### src/common/board_pkg.sv
// Shared definitions for the board wrapper and the mini SoC
// Pad count, UART byte width and fan setting width
// Command opcodes of the UART GPIO link
// Default divider values for the RTC tick and the UART bit time

package board_pkg;

  ////////////////////////////////////////
  // Widths
  ////////////////////////////////////////

  // GPIO pads on the board
  localparam int unsigned GpioCountDef = 4;

  // UART data width
  localparam int unsigned ByteW = 8;

  // Fan duty setting, three switches
  localparam int unsigned FanSettingW = 3;

  ////////////////////////////////////////
  // Dividers
  ////////////////////////////////////////

  // RTC half-period in soc_clk cycles
  localparam int unsigned RtcDivDef = 1526;

  // soc_clk cycles per UART bit
  localparam int unsigned BaudDivDef = 174;

  // Opcode in the two top bits of a command byte
  typedef enum logic [1:0] {
    op_nop     = 2'b00,
    op_set_out = 2'b01,
    op_set_oe  = 2'b10,
    op_query   = 2'b11
  } cmd_op_e;

endpackage

### src/design/rst_sync.sv
// Reset synchronizer
// Asserts at once, releases on the second soc_clk edge after the raw reset

`timescale 1ns/10ps

module rst_sync (
  input  logic soc_clk,
  input  logic rst_n,
  output logic rst_sync_n_o
);

  // A one travels through both stages after release
  logic [1:0] sync_q;

  always_ff @(posedge soc_clk or negedge rst_n) begin
    if (!rst_n) begin
      sync_q <= 2'b00;
    end else begin
      sync_q <= {sync_q[0], 1'b1};
    end
  end

  assign rst_sync_n_o = sync_q[1];

endmodule

### src/design/rtc_divider.sv
// Slow real-time clock from soc_clk
// Square wave that toggles every RtcDiv+1 cycles

`timescale 1ns/10ps

module rtc_divider import board_pkg::*; #(
  parameter int unsigned RtcDiv = RtcDivDef
) (
  input  logic soc_clk,
  input  logic rst_n,
  output logic rtc_clk_o
);

  localparam int unsigned     CntW   = $clog2(RtcDiv + 1);
  localparam logic [CntW-1:0] CntMax = CntW'(RtcDiv);

  logic [CntW-1:0] cnt_q;
  logic            rtc_q;

  always_ff @(posedge soc_clk or negedge rst_n) begin
    if (!rst_n) begin
      cnt_q <= '0;
      rtc_q <= 1'b0;
    end else if (cnt_q == CntMax) begin
      // Half period done
      cnt_q <= '0;
      rtc_q <= ~rtc_q;
    end else begin
      cnt_q <= cnt_q + CntW'(1);
    end
  end

  assign rtc_clk_o = rtc_q;

  // Counter stays inside the half period
  assert property (@(posedge soc_clk) disable iff (!rst_n) cnt_q <= CntMax)
    else $error("rtc_divider: counter %0d above %0d", cnt_q, CntMax);

endmodule

### src/fan_ctrl/fan_ctrl.sv
// Fan PWM generator
// Eight-step period, duty taken from a three-bit setting
// Setting is latched only at the period boundary

`timescale 1ns/10ps

module fan_ctrl import board_pkg::*; (
  input  logic                   soc_clk,
  input  logic                   rst_n,
  input  logic [FanSettingW-1:0] pwm_setting_i,
  output logic                   fan_pwm_o
);

  ////////////////////////////////////////
  // Period counter
  ////////////////////////////////////////

  logic [FanSettingW-1:0] period_q;
  logic [FanSettingW-1:0] setting_q;
  logic                   period_end;

  // Last step of the period
  assign period_end = (period_q == '1);

  always_ff @(posedge soc_clk or negedge rst_n) begin
    if (!rst_n) begin
      period_q  <= '0;
      setting_q <= '0;
    end else begin
      period_q <= period_q + FanSettingW'(1);
      // New duty only from the next period start
      if (period_end) begin
        setting_q <= pwm_setting_i;
      end
    end
  end

  ////////////////////////////////////////
  // Duty compare
  ////////////////////////////////////////

  // High for the first setting_q steps
  assign fan_pwm_o = (period_q < setting_q);

endmodule

### src/mini_soc/uart_link.sv
// 8N1 UART link
// Receiver with input synchronizer and mid-bit sampling
// Transmitter with a ten-bit frame shift register
// Both directions share the BaudDiv bit time

`timescale 1ns/10ps

module uart_link import board_pkg::*; #(
  parameter int unsigned BaudDiv = BaudDivDef
) (
  input  logic             soc_clk,
  input  logic             rst_n,
  input  logic             uart_rx_i,
  output logic             uart_tx_o,
  output logic             rx_valid_o,
  output logic [ByteW-1:0] rx_data_o,
  input  logic             tx_start_i,
  input  logic [ByteW-1:0] tx_data_i,
  output logic             tx_busy_o
);

  localparam int unsigned     CntW    = $clog2(BaudDiv + 1);
  localparam int unsigned     FrameW  = ByteW + 2;
  localparam int unsigned     BitW    = $clog2(FrameW + 1);
  localparam logic [CntW-1:0] BitLast = CntW'(BaudDiv - 1);
  // Start wait, shortened by the two synchronizer stages
  localparam logic [CntW-1:0] HalfBit = CntW'(BaudDiv / 2 - 1);
  localparam logic [BitW-1:0] StopIdx = BitW'(FrameW - 1);

  ////////////////////////////////////////
  // Receiver
  ////////////////////////////////////////

  logic             rx_meta_q;
  logic             rx_line_q;
  logic             rx_busy_q;
  logic [CntW-1:0]  rx_cnt_q;
  logic [BitW-1:0]  rx_idx_q;
  logic             rx_valid_q;
  logic [ByteW-1:0] rx_shift_q;
  logic             rx_sample;
  logic             rx_take;

  // Mid-bit sample point, index 0 is the start bit
  assign rx_sample = rx_busy_q && (rx_cnt_q == '0);
  assign rx_take   = rx_sample && (rx_idx_q != '0) && (rx_idx_q != StopIdx);

  always_ff @(posedge soc_clk or negedge rst_n) begin
    if (!rst_n) begin
      rx_meta_q  <= 1'b1;
      rx_line_q  <= 1'b1;
      rx_busy_q  <= 1'b0;
      rx_cnt_q   <= '0;
      rx_idx_q   <= '0;
      rx_valid_q <= 1'b0;
    end else begin
      rx_meta_q  <= uart_rx_i;
      rx_line_q  <= rx_meta_q;
      rx_valid_q <= 1'b0;
      if (!rx_busy_q) begin
        // Falling edge opens a frame
        if (!rx_line_q) begin
          rx_busy_q <= 1'b1;
          rx_cnt_q  <= HalfBit;
          rx_idx_q  <= '0;
        end
      end else if (!rx_sample) begin
        rx_cnt_q <= rx_cnt_q - CntW'(1);
      end else begin
        rx_cnt_q <= BitLast;
        rx_idx_q <= rx_idx_q + BitW'(1);
        if ((rx_idx_q == '0) && rx_line_q) begin
          // Line back high, only a glitch
          rx_busy_q <= 1'b0;
        end else if (rx_idx_q == StopIdx) begin
          // Bad stop bit drops the byte
          rx_busy_q  <= 1'b0;
          rx_valid_q <= rx_line_q;
        end
      end
    end
  end

  // Data bits arrive LSB first
  always_ff @(posedge soc_clk) begin
    if (rx_take) begin
      rx_shift_q <= {rx_line_q, rx_shift_q[ByteW-1:1]};
    end
  end

  assign rx_valid_o = rx_valid_q;
  assign rx_data_o  = rx_shift_q;

  ////////////////////////////////////////
  // Transmitter
  ////////////////////////////////////////

  logic [FrameW-1:0] tx_frame_q;
  logic [BitW-1:0]   tx_left_q;
  logic [CntW-1:0]   tx_cnt_q;

  assign tx_busy_o = (tx_left_q != '0);

  always_ff @(posedge soc_clk or negedge rst_n) begin
    if (!rst_n) begin
      tx_frame_q <= '1;
      tx_left_q  <= '0;
      tx_cnt_q   <= '0;
    end else if (!tx_busy_o) begin
      // Start, data, stop; a start while busy is not seen here
      if (tx_start_i) begin
        tx_frame_q <= {1'b1, tx_data_i, 1'b0};
        tx_left_q  <= BitW'(FrameW);
        tx_cnt_q   <= BitLast;
      end
    end else if (tx_cnt_q != '0) begin
      tx_cnt_q <= tx_cnt_q - CntW'(1);
    end else begin
      tx_frame_q <= {1'b1, tx_frame_q[FrameW-1:1]};
      tx_left_q  <= tx_left_q - BitW'(1);
      tx_cnt_q   <= BitLast;
    end
  end

  // Idle frame is all ones
  assign uart_tx_o = tx_frame_q[0];

  // Received byte is a single-cycle strobe
  assert property (@(posedge soc_clk) disable iff (!rst_n) rx_valid_o |=> !rx_valid_o)
    else $error("uart_link: rx_valid_o held longer than one cycle");

endmodule

### src/mini_soc/gpio_regs.sv
// GPIO register block behind the UART link
// Command decoder for set-out, set-enable and query
// Output and enable registers, query reply and status flag

`timescale 1ns/10ps

module gpio_regs import board_pkg::*; #(
  parameter int unsigned GpioCount = GpioCountDef
) (
  input  logic                 soc_clk,
  input  logic                 rst_n,
  input  logic                 fetch_en_i,
  input  logic                 rx_valid_i,
  input  logic [ByteW-1:0]     rx_data_i,
  output logic                 tx_start_o,
  output logic [ByteW-1:0]     tx_data_o,
  input  logic                 tx_busy_i,
  input  logic [GpioCount-1:0] gpio_i,
  output logic [GpioCount-1:0] gpio_o,
  output logic [GpioCount-1:0] gpio_oe_o,
  output logic                 status_o
);

  localparam int unsigned Half = ByteW / 2;

  // Enables and inputs must share one reply byte
  if (GpioCount > Half) begin : g_count_check
    $error("gpio_regs: GpioCount %0d does not fit a reply nibble", GpioCount);
  end

  cmd_op_e              op;
  logic                 exec;
  logic [GpioCount-1:0] out_q;
  logic [GpioCount-1:0] oe_q;
  logic                 status_q;
  logic                 tx_start_q;
  logic [ByteW-1:0]     reply;
  logic [ByteW-1:0]     tx_data_q;

  ////////////////////////////////////////
  // Decode
  ////////////////////////////////////////

  assign op   = cmd_op_e'(rx_data_i[ByteW-1 -: 2]);
  assign exec = rx_valid_i && fetch_en_i;

  // Enables on top, already masked pad inputs below
  always_comb begin
    reply                    = '0;
    reply[Half +: GpioCount] = oe_q;
    reply[GpioCount-1:0]     = gpio_i;
  end

  ////////////////////////////////////////
  // Registers
  ////////////////////////////////////////

  always_ff @(posedge soc_clk or negedge rst_n) begin
    if (!rst_n) begin
      out_q      <= '0;
      oe_q       <= '0;
      status_q   <= 1'b0;
      tx_start_q <= 1'b0;
    end else begin
      tx_start_q <= 1'b0;
      if (exec) begin
        case (op)
          op_set_out: out_q      <= rx_data_i[GpioCount-1:0];
          op_set_oe:  oe_q       <= rx_data_i[GpioCount-1:0];
          op_query:   tx_start_q <= 1'b1;
          default:    ;
        endcase
        // Sticky once the link has done something
        if (op != op_nop) begin
          status_q <= 1'b1;
        end
      end
    end
  end

  always_ff @(posedge soc_clk) begin
    if (exec && (op == op_query)) begin
      tx_data_q <= reply;
    end
  end

  assign gpio_o     = out_q;
  assign gpio_oe_o  = oe_q;
  assign status_o   = status_q;
  assign tx_start_o = tx_start_q;
  assign tx_data_o  = tx_data_q;

  // Query came in before the previous reply had left the transmitter
  assert property (@(posedge soc_clk) disable iff (!rst_n) tx_start_o |-> !tx_busy_i)
    else $error("gpio_regs: reply 0x%02h dropped, transmitter busy", tx_data_o);

endmodule

### src/mini_soc/mini_soc.sv
// Stand-in SoC
// UART link feeding the GPIO register block

`timescale 1ns/10ps

module mini_soc import board_pkg::*; #(
  parameter int unsigned GpioCount = GpioCountDef,
  parameter int unsigned BaudDiv   = BaudDivDef
) (
  input  logic                 soc_clk,
  input  logic                 rst_n,
  input  logic                 fetch_en_i,
  input  logic                 uart_rx_i,
  output logic                 uart_tx_o,
  input  logic [GpioCount-1:0] gpio_i,
  output logic [GpioCount-1:0] gpio_o,
  output logic [GpioCount-1:0] gpio_oe_o,
  output logic                 status_o
);

  // Byte strobes between link and registers
  logic             rx_valid;
  logic [ByteW-1:0] rx_data;
  logic             tx_start;
  logic [ByteW-1:0] tx_data;
  logic             tx_busy;

  uart_link #(
    .BaudDiv ( BaudDiv )
  ) i_uart_link (
    .soc_clk    ( soc_clk   ),
    .rst_n      ( rst_n     ),
    .uart_rx_i  ( uart_rx_i ),
    .uart_tx_o  ( uart_tx_o ),
    .rx_valid_o ( rx_valid  ),
    .rx_data_o  ( rx_data   ),
    .tx_start_i ( tx_start  ),
    .tx_data_i  ( tx_data   ),
    .tx_busy_o  ( tx_busy   )
  );

  gpio_regs #(
    .GpioCount ( GpioCount )
  ) i_gpio_regs (
    .soc_clk    ( soc_clk    ),
    .rst_n      ( rst_n      ),
    .fetch_en_i ( fetch_en_i ),
    .rx_valid_i ( rx_valid   ),
    .rx_data_i  ( rx_data    ),
    .tx_start_o ( tx_start   ),
    .tx_data_o  ( tx_data    ),
    .tx_busy_i  ( tx_busy    ),
    .gpio_i     ( gpio_i     ),
    .gpio_o     ( gpio_o     ),
    .gpio_oe_o  ( gpio_oe_o  ),
    .status_o   ( status_o   )
  );

endmodule

### src/design/board_top.sv
// Board top level of the SoC prototype
// Reset source selection and reset synchronizer
// RTC divider, fan PWM and the stand-in SoC
// Per-pad masking by output enable

`timescale 1ns/10ps

module board_top import board_pkg::*; #(
  parameter int unsigned GpioCount = GpioCountDef,
  parameter int unsigned RtcDiv    = RtcDivDef,
  parameter int unsigned BaudDiv   = BaudDivDef
) (
  input  logic                   soc_clk,
  input  logic                   rst_n,
  input  logic                   sw_reset_i,
  input  logic                   fetch_en_i,
  input  logic [GpioCount-1:0]   gpio_i,
  output logic [GpioCount-1:0]   gpio_o,
  input  logic [FanSettingW-1:0] fan_sw_i,
  output logic                   fan_pwm_o,
  output logic                   rtc_clk_o,
  output logic                   status_o,
  input  logic                   uart_rx_i,
  output logic                   uart_tx_o
);

  ////////////////////////////////////////
  // Reset
  ////////////////////////////////////////

  logic raw_rst_n;
  logic sys_rst_n;

  // Board button or software switch
  assign raw_rst_n = rst_n & ~sw_reset_i;

  rst_sync i_rst_sync (
    .soc_clk      ( soc_clk   ),
    .rst_n        ( raw_rst_n ),
    .rst_sync_n_o ( sys_rst_n )
  );

  ////////////////////////////////////////
  // Pads
  ////////////////////////////////////////

  logic [GpioCount-1:0] soc_gpio_in;
  logic [GpioCount-1:0] soc_gpio_out;
  logic [GpioCount-1:0] soc_gpio_oe;

  // Driven pads show the output, the others feed the SoC
  for (genvar idx = 0; idx < GpioCount; idx++) begin : g_pad
    assign gpio_o[idx]      = soc_gpio_oe[idx] ? soc_gpio_out[idx] : 1'b0;
    assign soc_gpio_in[idx] = soc_gpio_oe[idx] ? 1'b0 : gpio_i[idx];
  end

  ////////////////////////////////////////
  // Peripherals
  ////////////////////////////////////////

  rtc_divider #(
    .RtcDiv ( RtcDiv )
  ) i_rtc_divider (
    .soc_clk   ( soc_clk   ),
    .rst_n     ( sys_rst_n ),
    .rtc_clk_o ( rtc_clk_o )
  );

  fan_ctrl i_fan_ctrl (
    .soc_clk       ( soc_clk   ),
    .rst_n         ( sys_rst_n ),
    .pwm_setting_i ( fan_sw_i  ),
    .fan_pwm_o     ( fan_pwm_o )
  );

  mini_soc #(
    .GpioCount ( GpioCount ),
    .BaudDiv   ( BaudDiv   )
  ) i_mini_soc (
    .soc_clk    ( soc_clk      ),
    .rst_n      ( sys_rst_n    ),
    .fetch_en_i ( fetch_en_i   ),
    .uart_rx_i  ( uart_rx_i    ),
    .uart_tx_o  ( uart_tx_o    ),
    .gpio_i     ( soc_gpio_in  ),
    .gpio_o     ( soc_gpio_out ),
    .gpio_oe_o  ( soc_gpio_oe  ),
    .status_o   ( status_o     )
  );

endmodule

### config.mk
export PLATFORM = sky130hd
export DESIGN_NAME = board_top
export DESIGN_NICKNAME = d
export VERILOG_FILES = /design/src/common/board_pkg.sv /design/src/design/rst_sync.sv /design/src/design/rtc_divider.sv /design/src/fan_ctrl/fan_ctrl.sv /design/src/mini_soc/uart_link.sv /design/src/mini_soc/gpio_regs.sv /design/src/mini_soc/mini_soc.sv /design/src/design/board_top.sv
export SDC_FILE = /design/constraint.sdc
export NUM_CORES = 1
export LEC_CHECK = 0
export BUFFER_PORTS_ARGS = -buffer_cell sky130_fd_sc_hd__buf_2
export CORE_MARGIN = 10
export CORE_UTILIZATION = 60
export CTS_CLUSTER_DIAMETER = 40
export CTS_CLUSTER_SIZE = 24
export DETAILED_ROUTE_END_ITERATION = 12
export GPL_TIMING_DRIVEN = 0
export PLACE_DENSITY = 0.89
export RECOVER_POWER = 25
export SYNTH_ARGS = -nofsm -noshare
export SYNTH_HDL_FRONTEND = slang
export SYNTH_SLANG_ARGS = --single-unit
### constraint.sdc
create_clock -name soc_clk -period 2.73 [get_ports soc_clk]
set_clock_uncertainty 0.2 [all_clocks]
set_input_delay 0.1365 -clock soc_clk [delete_from_list [all_inputs] [get_ports soc_clk]]
set_output_delay 0.1365 -clock soc_clk [all_outputs]
set_load 0.01 [all_outputs]
; Word-level counts from Yosys, hierarchy flattened
; Cells that the tools add are included.
; W data, S select, Z words.
[classes]
n_lt_le_gt_ge = 1
reduce_logical = 18
n_eq_ne = 10
addsub = 6
bitwise_logic = 3
muxes = 31
[ops]
columns = op, n
row1 = $mux W8, 6
row2 = $mux W10, 3
row3 = $mux W4, 6
row4 = $sub A8 B1 Y8 const B, 2
row5 = $mux W1, 15
row6 = $add A11 B1 Y11 const B, 1
row7 = $eq A11 B11 Y1 const B, 1
row8 = $mux W11, 1
row9 = $reduce_and A2 Y1, 5
row10 = $logic_not A8 Y1, 1
row11 = $reduce_bool A4 Y1, 2
row12 = $reduce_bool A8 Y1, 1
row13 = $logic_and A1 B1 Y1, 6
row14 = $add A4 B1 Y4 const B, 1
row15 = $eq A2 B2 Y1 const B, 2
row16 = $eq A4 B4 Y1 const B, 1
row17 = $logic_not A4 Y1, 1
row18 = $ne A2 B1 Y1 const B, 2
row19 = $ne A4 B4 Y1 const B, 1
row20 = $reduce_bool A2 Y1, 2
row21 = $sub A4 B1 Y4 const B, 1
row22 = $add A3 B1 Y3 const B, 1
row23 = $eq A3 B3 Y1 const B, 1
row24 = $lt A3 B3 Y1, 1
row25 = 4 further kinds, 5
[totals]
in_bits = 12
out_inout_bits = 8
ff_bits = 84
elab_cells = 93

; Longest topological paths before layout
[logic_depth]
depth_word = 5
ltp_mapped = 8
mapped_depth_nobuf = 6

; Cells and area by module
; A second synthesis with hierarchy kept.
[unflattened]
hier_cells = 325
area_unflattened_um2 = 3862.5
[modules_own_cells]
columns = mod, n_inst, cells_per_inst, area_per_inst_um2, seq_area_each_um2
row1 = uart_link, 1, 204, 2272.2, 1179.9
row2 = gpio_regs, 1, 31, 621.8, 490.5
row3 = rtc_divider, 1, 57, 594.3, 300.3
row4 = fan_ctrl, 1, 21, 264.0, 150.1
row5 = board_top, 1, 9, 56.3, 0.0
row6 = rst_sync, 1, 3, 53.8, 50.0

; Least setup slack after synthesis
; No wires, ideal clock.
[synth_timing]
kind = reg-to-reg
startpoint = register i_mini_soc.i_uart_link.rx_cnt_q[0]
endpoint = register i_mini_soc.i_uart_link.rx_shift_q[0], in the netlist i_mini_soc.i_uart_link.rx_data_o[0] (enable)
period_less_slack_ps = 2537
setup_ps = 370
path_stages_with_launch = 7
required_time_ps = 2160
path_slack_ps = 193
n_path_buf = 1
arrival_ps = 1967
path_cell_list = dfrtp_1 > inv_1 > ha_1 > or3b_2 > or3_1 > buf_2 > nor2_1
[synth_between]
elab_chain_cells = 4
[synth_rtl]
columns = item, line_no
row1 = "start, declared", uart_link.sv:37  ; logic [CntW-1:0] rx_cnt_q;
row2 = "start signal, assigned", uart_link.sv:64  ; rx_cnt_q <= HalfBit;
row3 = "start signal, assigned", uart_link.sv:68  ; rx_cnt_q <= rx_cnt_q - CntW'(1);
row4 = "start signal, assigned", uart_link.sv:70  ; rx_cnt_q <= BitLast;
row5 = $logic_not A8 Y1, uart_link.sv:45  ; assign rx_sample = rx_busy_q && (rx_cnt_q == '0);
row6 = $logic_and A1 B1 Y1, uart_link.sv:45
row7 = $logic_and A1 B1 Y1 (2 in series), uart_link.sv:46  ; assign rx_take = rx_sample && (rx_idx_q != '0) && (rx_idx_q != StopIdx);
row8 = via i_mini_soc.i_uart_link.rx_take, uart_link.sv:42  ; logic rx_take;
row9 = "end signal, assigned", uart_link.sv:87  ; rx_shift_q <= {rx_line_q, rx_shift_q[ByteW-1:1]};
row10 = "end, declared", uart_link.sv:40  ; logic [ByteW-1:0] rx_shift_q;
; The timed path passes the listed nets, and every way through them passes these cells.
; A chain may end at the register's enable or synchronous reset.

; Final worst setup path
[layout_timing]
startpoint = register i_mini_soc.i_uart_link.rx_cnt_q[0]
endpoint = register i_mini_soc.i_uart_link.rx_shift_q[3], in the netlist i_mini_soc.i_uart_link.rx_data_o[3] (enable)
; The elaborated chain is that of the path after synthesis.

==> results.tsv <==
metric	value	unit
outcome	complete, no violations	
rr_worst_depth	6	
async_reset_ff_share	80.72	%
r2r-end	i_mini_soc.i_uart_link.rx_data_o[3]	
ys_top_cells_by_area	dfrtp_1 38%, edfxtp_1 13%, dfstp_2 7.9%	
grt_start_max_net_pins	41	
critical_path_class	reg2reg	
setup_viol	0	
cts_setup_buffers	0	
hp-class	in2async	
synth-edff-count	16	
hold_ws	0.03316	ns
critPathMaxFanout	8	
critical_path.top_delay_family	simple AND/OR/NAND/NOR gates	
drt_wl_total	7.125	mm
min_period	2.521	ns
io_buffer_count	19	
p_leak	1.781	nW
ys_warn_count	0	
synth_flop_cell	dfrtp_1	
fin_tns_setup	0	ns
start_util	61.64	%
final_area	0.004154	mm²
crit_buf_inv	2	
vias	2511	
cts_buffers	9	
die_h	98.00	µm
cp.depth	6	
cp_data_required_time	2.56	ns
gp_congestion	0.8939	
critPathSlowestCell	or3b_2	
antenna_found_initial	0	
root_buffer	clkbuf_8	
die-width	98.00	µm
dieArea	0.009603	mm²
place_area	0.003860	mm²
avgRoutedWirePerCell	16.30	µm
slew_headroom	27.44	%
yosysUniqueCellTypes	46	
fmax	396.6	MHz
clock-sinks	83	
first_iter_violations	141	
finalHoldViolCount	0	
preCtsSetupSlack	-0.1147	ns
yosysTopAreaCellShare	38.40	%
drive_gt1_share	16.85	%
worst_slack	0.2087	ns
slowest_delay	0.50	ns
clk_pin_slew_worst_paths	0.09	ns
finalMaxSlewViolations	0	
hpwl	4.549	mm
max_cap_viol_count	0	
grt_pass1_vias	2543	
ys_ff_latch	83	
power_density	632.9	mW/mm²
drc	0	
rr_startpoint	i_mini_soc.i_uart_link.rx_cnt_q[0]	
avgSynthCellArea	11.59	µm²
grt-ovfl-total	0	
track_usage	14.86	%
cp-start-kind	flop	
ys_seq_area_share	59.48	%
coreArea	0.005921	mm²
clockBufferDepth	2	
htreeDepth	3	
cp_cell_sequence	inv_1 > ha_1 > or3b_2 > or3_1 > buf_2 > nor2_4	
syn-num-nets	341	
cp-startpoint	i_mini_soc.i_uart_link.rx_cnt_q[0]	
postSynthCellCount	315	
crit_path_end	i_mini_soc.i_uart_link.rx_data_o[3]	
total_power	0.002629	W
cts_tree	built	
rsz0062_at_grt	no	
grt_pass1_wl	11.81	mm
syn_area	0.003650	mm²
setup.worst_path.end_class	flop	
antenna_left	0	
syn2layout_area_growth	13.82	%
clk_latency	0.35	ns
irDropWorstVdd	0.5497	mV
arrival	2.35	ns
timing_worst_slew_pin_value	1.088	ns
n_antenna_cell	0	
yosysTopAreaCell	dfrtp_1	
num_rows	28	
ios	20	
final_nets	383	
rrSetupSlack	0.21	ns
firstDrtPassIters	4	
via_per_inst	5.746	
fin_crit_sh	92.35	%
==> final cells by class <==
class                      instances  area (µm²)
fill                             387        1767
buffer                             7       28.78
sequential                        83        2171
timing repair buffer              31       225.2
tap                               75       93.84
multi-input combinational        203        1375
inverter                          22       82.58
clock buffer                      10       127.6
clock inverter                     6       50.05
==> logic make-up after synthesis <==
family	synth area share, %
simple gates	16.42
compound gates	8.194
other cells	0.1027
flops	59.48
xor+xnor	4.079
fa+ha+maj	4.800
mux	3.874
buf+inv	3.051
==> stage by stage <==
step           instances  util (%)
4_1_cts              437     70.10
5_1_grt              437     70.16
6_report             437     70.16
3_5_place_dp         410     65.19
3_3_place_gp         409     64.84
2_1_floorplan        315         -
==> state kept, by name (all words and copies together) (netlist names), 4 cells and up <==
register	count
i_rtc_divider.cnt_q	11
i_mini_soc.i_uart_link.tx_frame_q	9
i_mini_soc.i_gpio_regs.tx_data_o	8
i_mini_soc.i_uart_link.rx_cnt_q	8
i_mini_soc.i_uart_link.rx_data_o	8
i_mini_soc.i_uart_link.tx_cnt_q	8
i_mini_soc.i_gpio_regs.gpio_o	4
i_mini_soc.i_gpio_regs.gpio_oe_o	4
i_mini_soc.i_uart_link.rx_idx_q	4
i_mini_soc.i_uart_link.tx_left_q	4
==> per-layer routing <==
layer	wire (µm)	vias up	part of all wire (%)	GRT usage, %
li1	-	1197	-	-
met1	2925	1228	41	16.08
met2	3682	70	52	25.99
met3	362	16	5.1	4.933
met4	155	0	2.2	6.152
met5	0	-	0	0
==> layout by cell type (no fill, tap or decap), drive strengths merged, types with 6 or more instances in the layout <==
cell type and instances:
dfrtp 56, nand2 24, nor2 24, inv 24, buf 22, edfxtp 16, clkbuf 15, ha 14
xnor2 12, o21ai 11, a21oi 11, dlygate4sd3 11, dfstp 11, mux2 9, nand3 7, nor4 7
nor3 7, nor2b 7, o22ai 7, or3 6
==> cells in the mapped netlist, types with 5 or more instances <==
master,n
and2_1,5
a21oi_1,11
ha_1,14
nand3_1,7
nor4_1,7
dfstp_2,11
o21ai_0,11
o31ai_1,5
inv_1,22
mux2_2,9
edfxtp_1,16
clkbuf_1,5
xnor2_1,12
xor2_1,5
dfrtp_1,56
nand2_1,24
o22ai_1,7
nor2_1,24
or3_1,6
nor3_1,7
nor2b_1,7
==> tightest hold or removal path, cell delays in order <==
cell,delay [ns]
buf_2,0.09
nor2b_1,0.10
dlygate4sd3_1,0.60
==> power breakdown <==
group / internal [W] / switching [W] / total, W
clock network: 0.000342 / 0.000470 / 0.000813
logic: 0.000176 / 0.000195 / 0.000371
registers: 0.00134 / 0.000106 / 0.00145
==> worst min path at each step <==
stage	start	end	slack, ns	depth (start not counted)
2_1_floorplan	sw_reset_i	i_rst_sync.sync_q[0]	-0.26	1
3_3_place_gp	rst_n	i_rst_sync.sync_q[0]	-0.15	2
3_5_place_dp	rst_n	i_rst_sync.sync_q[0]	-0.14	2
4_1_cts	sw_reset_i	i_rst_sync.sync_q[1]	0.008	3
5_1_grt	sw_reset_i	i_rst_sync.sync_q[1]	0.03	3
6_report	sw_reset_i	i_rst_sync.sync_q[1]	0.03	3
==> timing repair <==
item | in CTS | in global routing
resized for setup | 1 | 1
hold buffers | 11 | 0
endpoints found under the setup margin | 8 | 8
endpoints found under the hold margin | 11 | 0
Power figures use the tool's default switching activity.
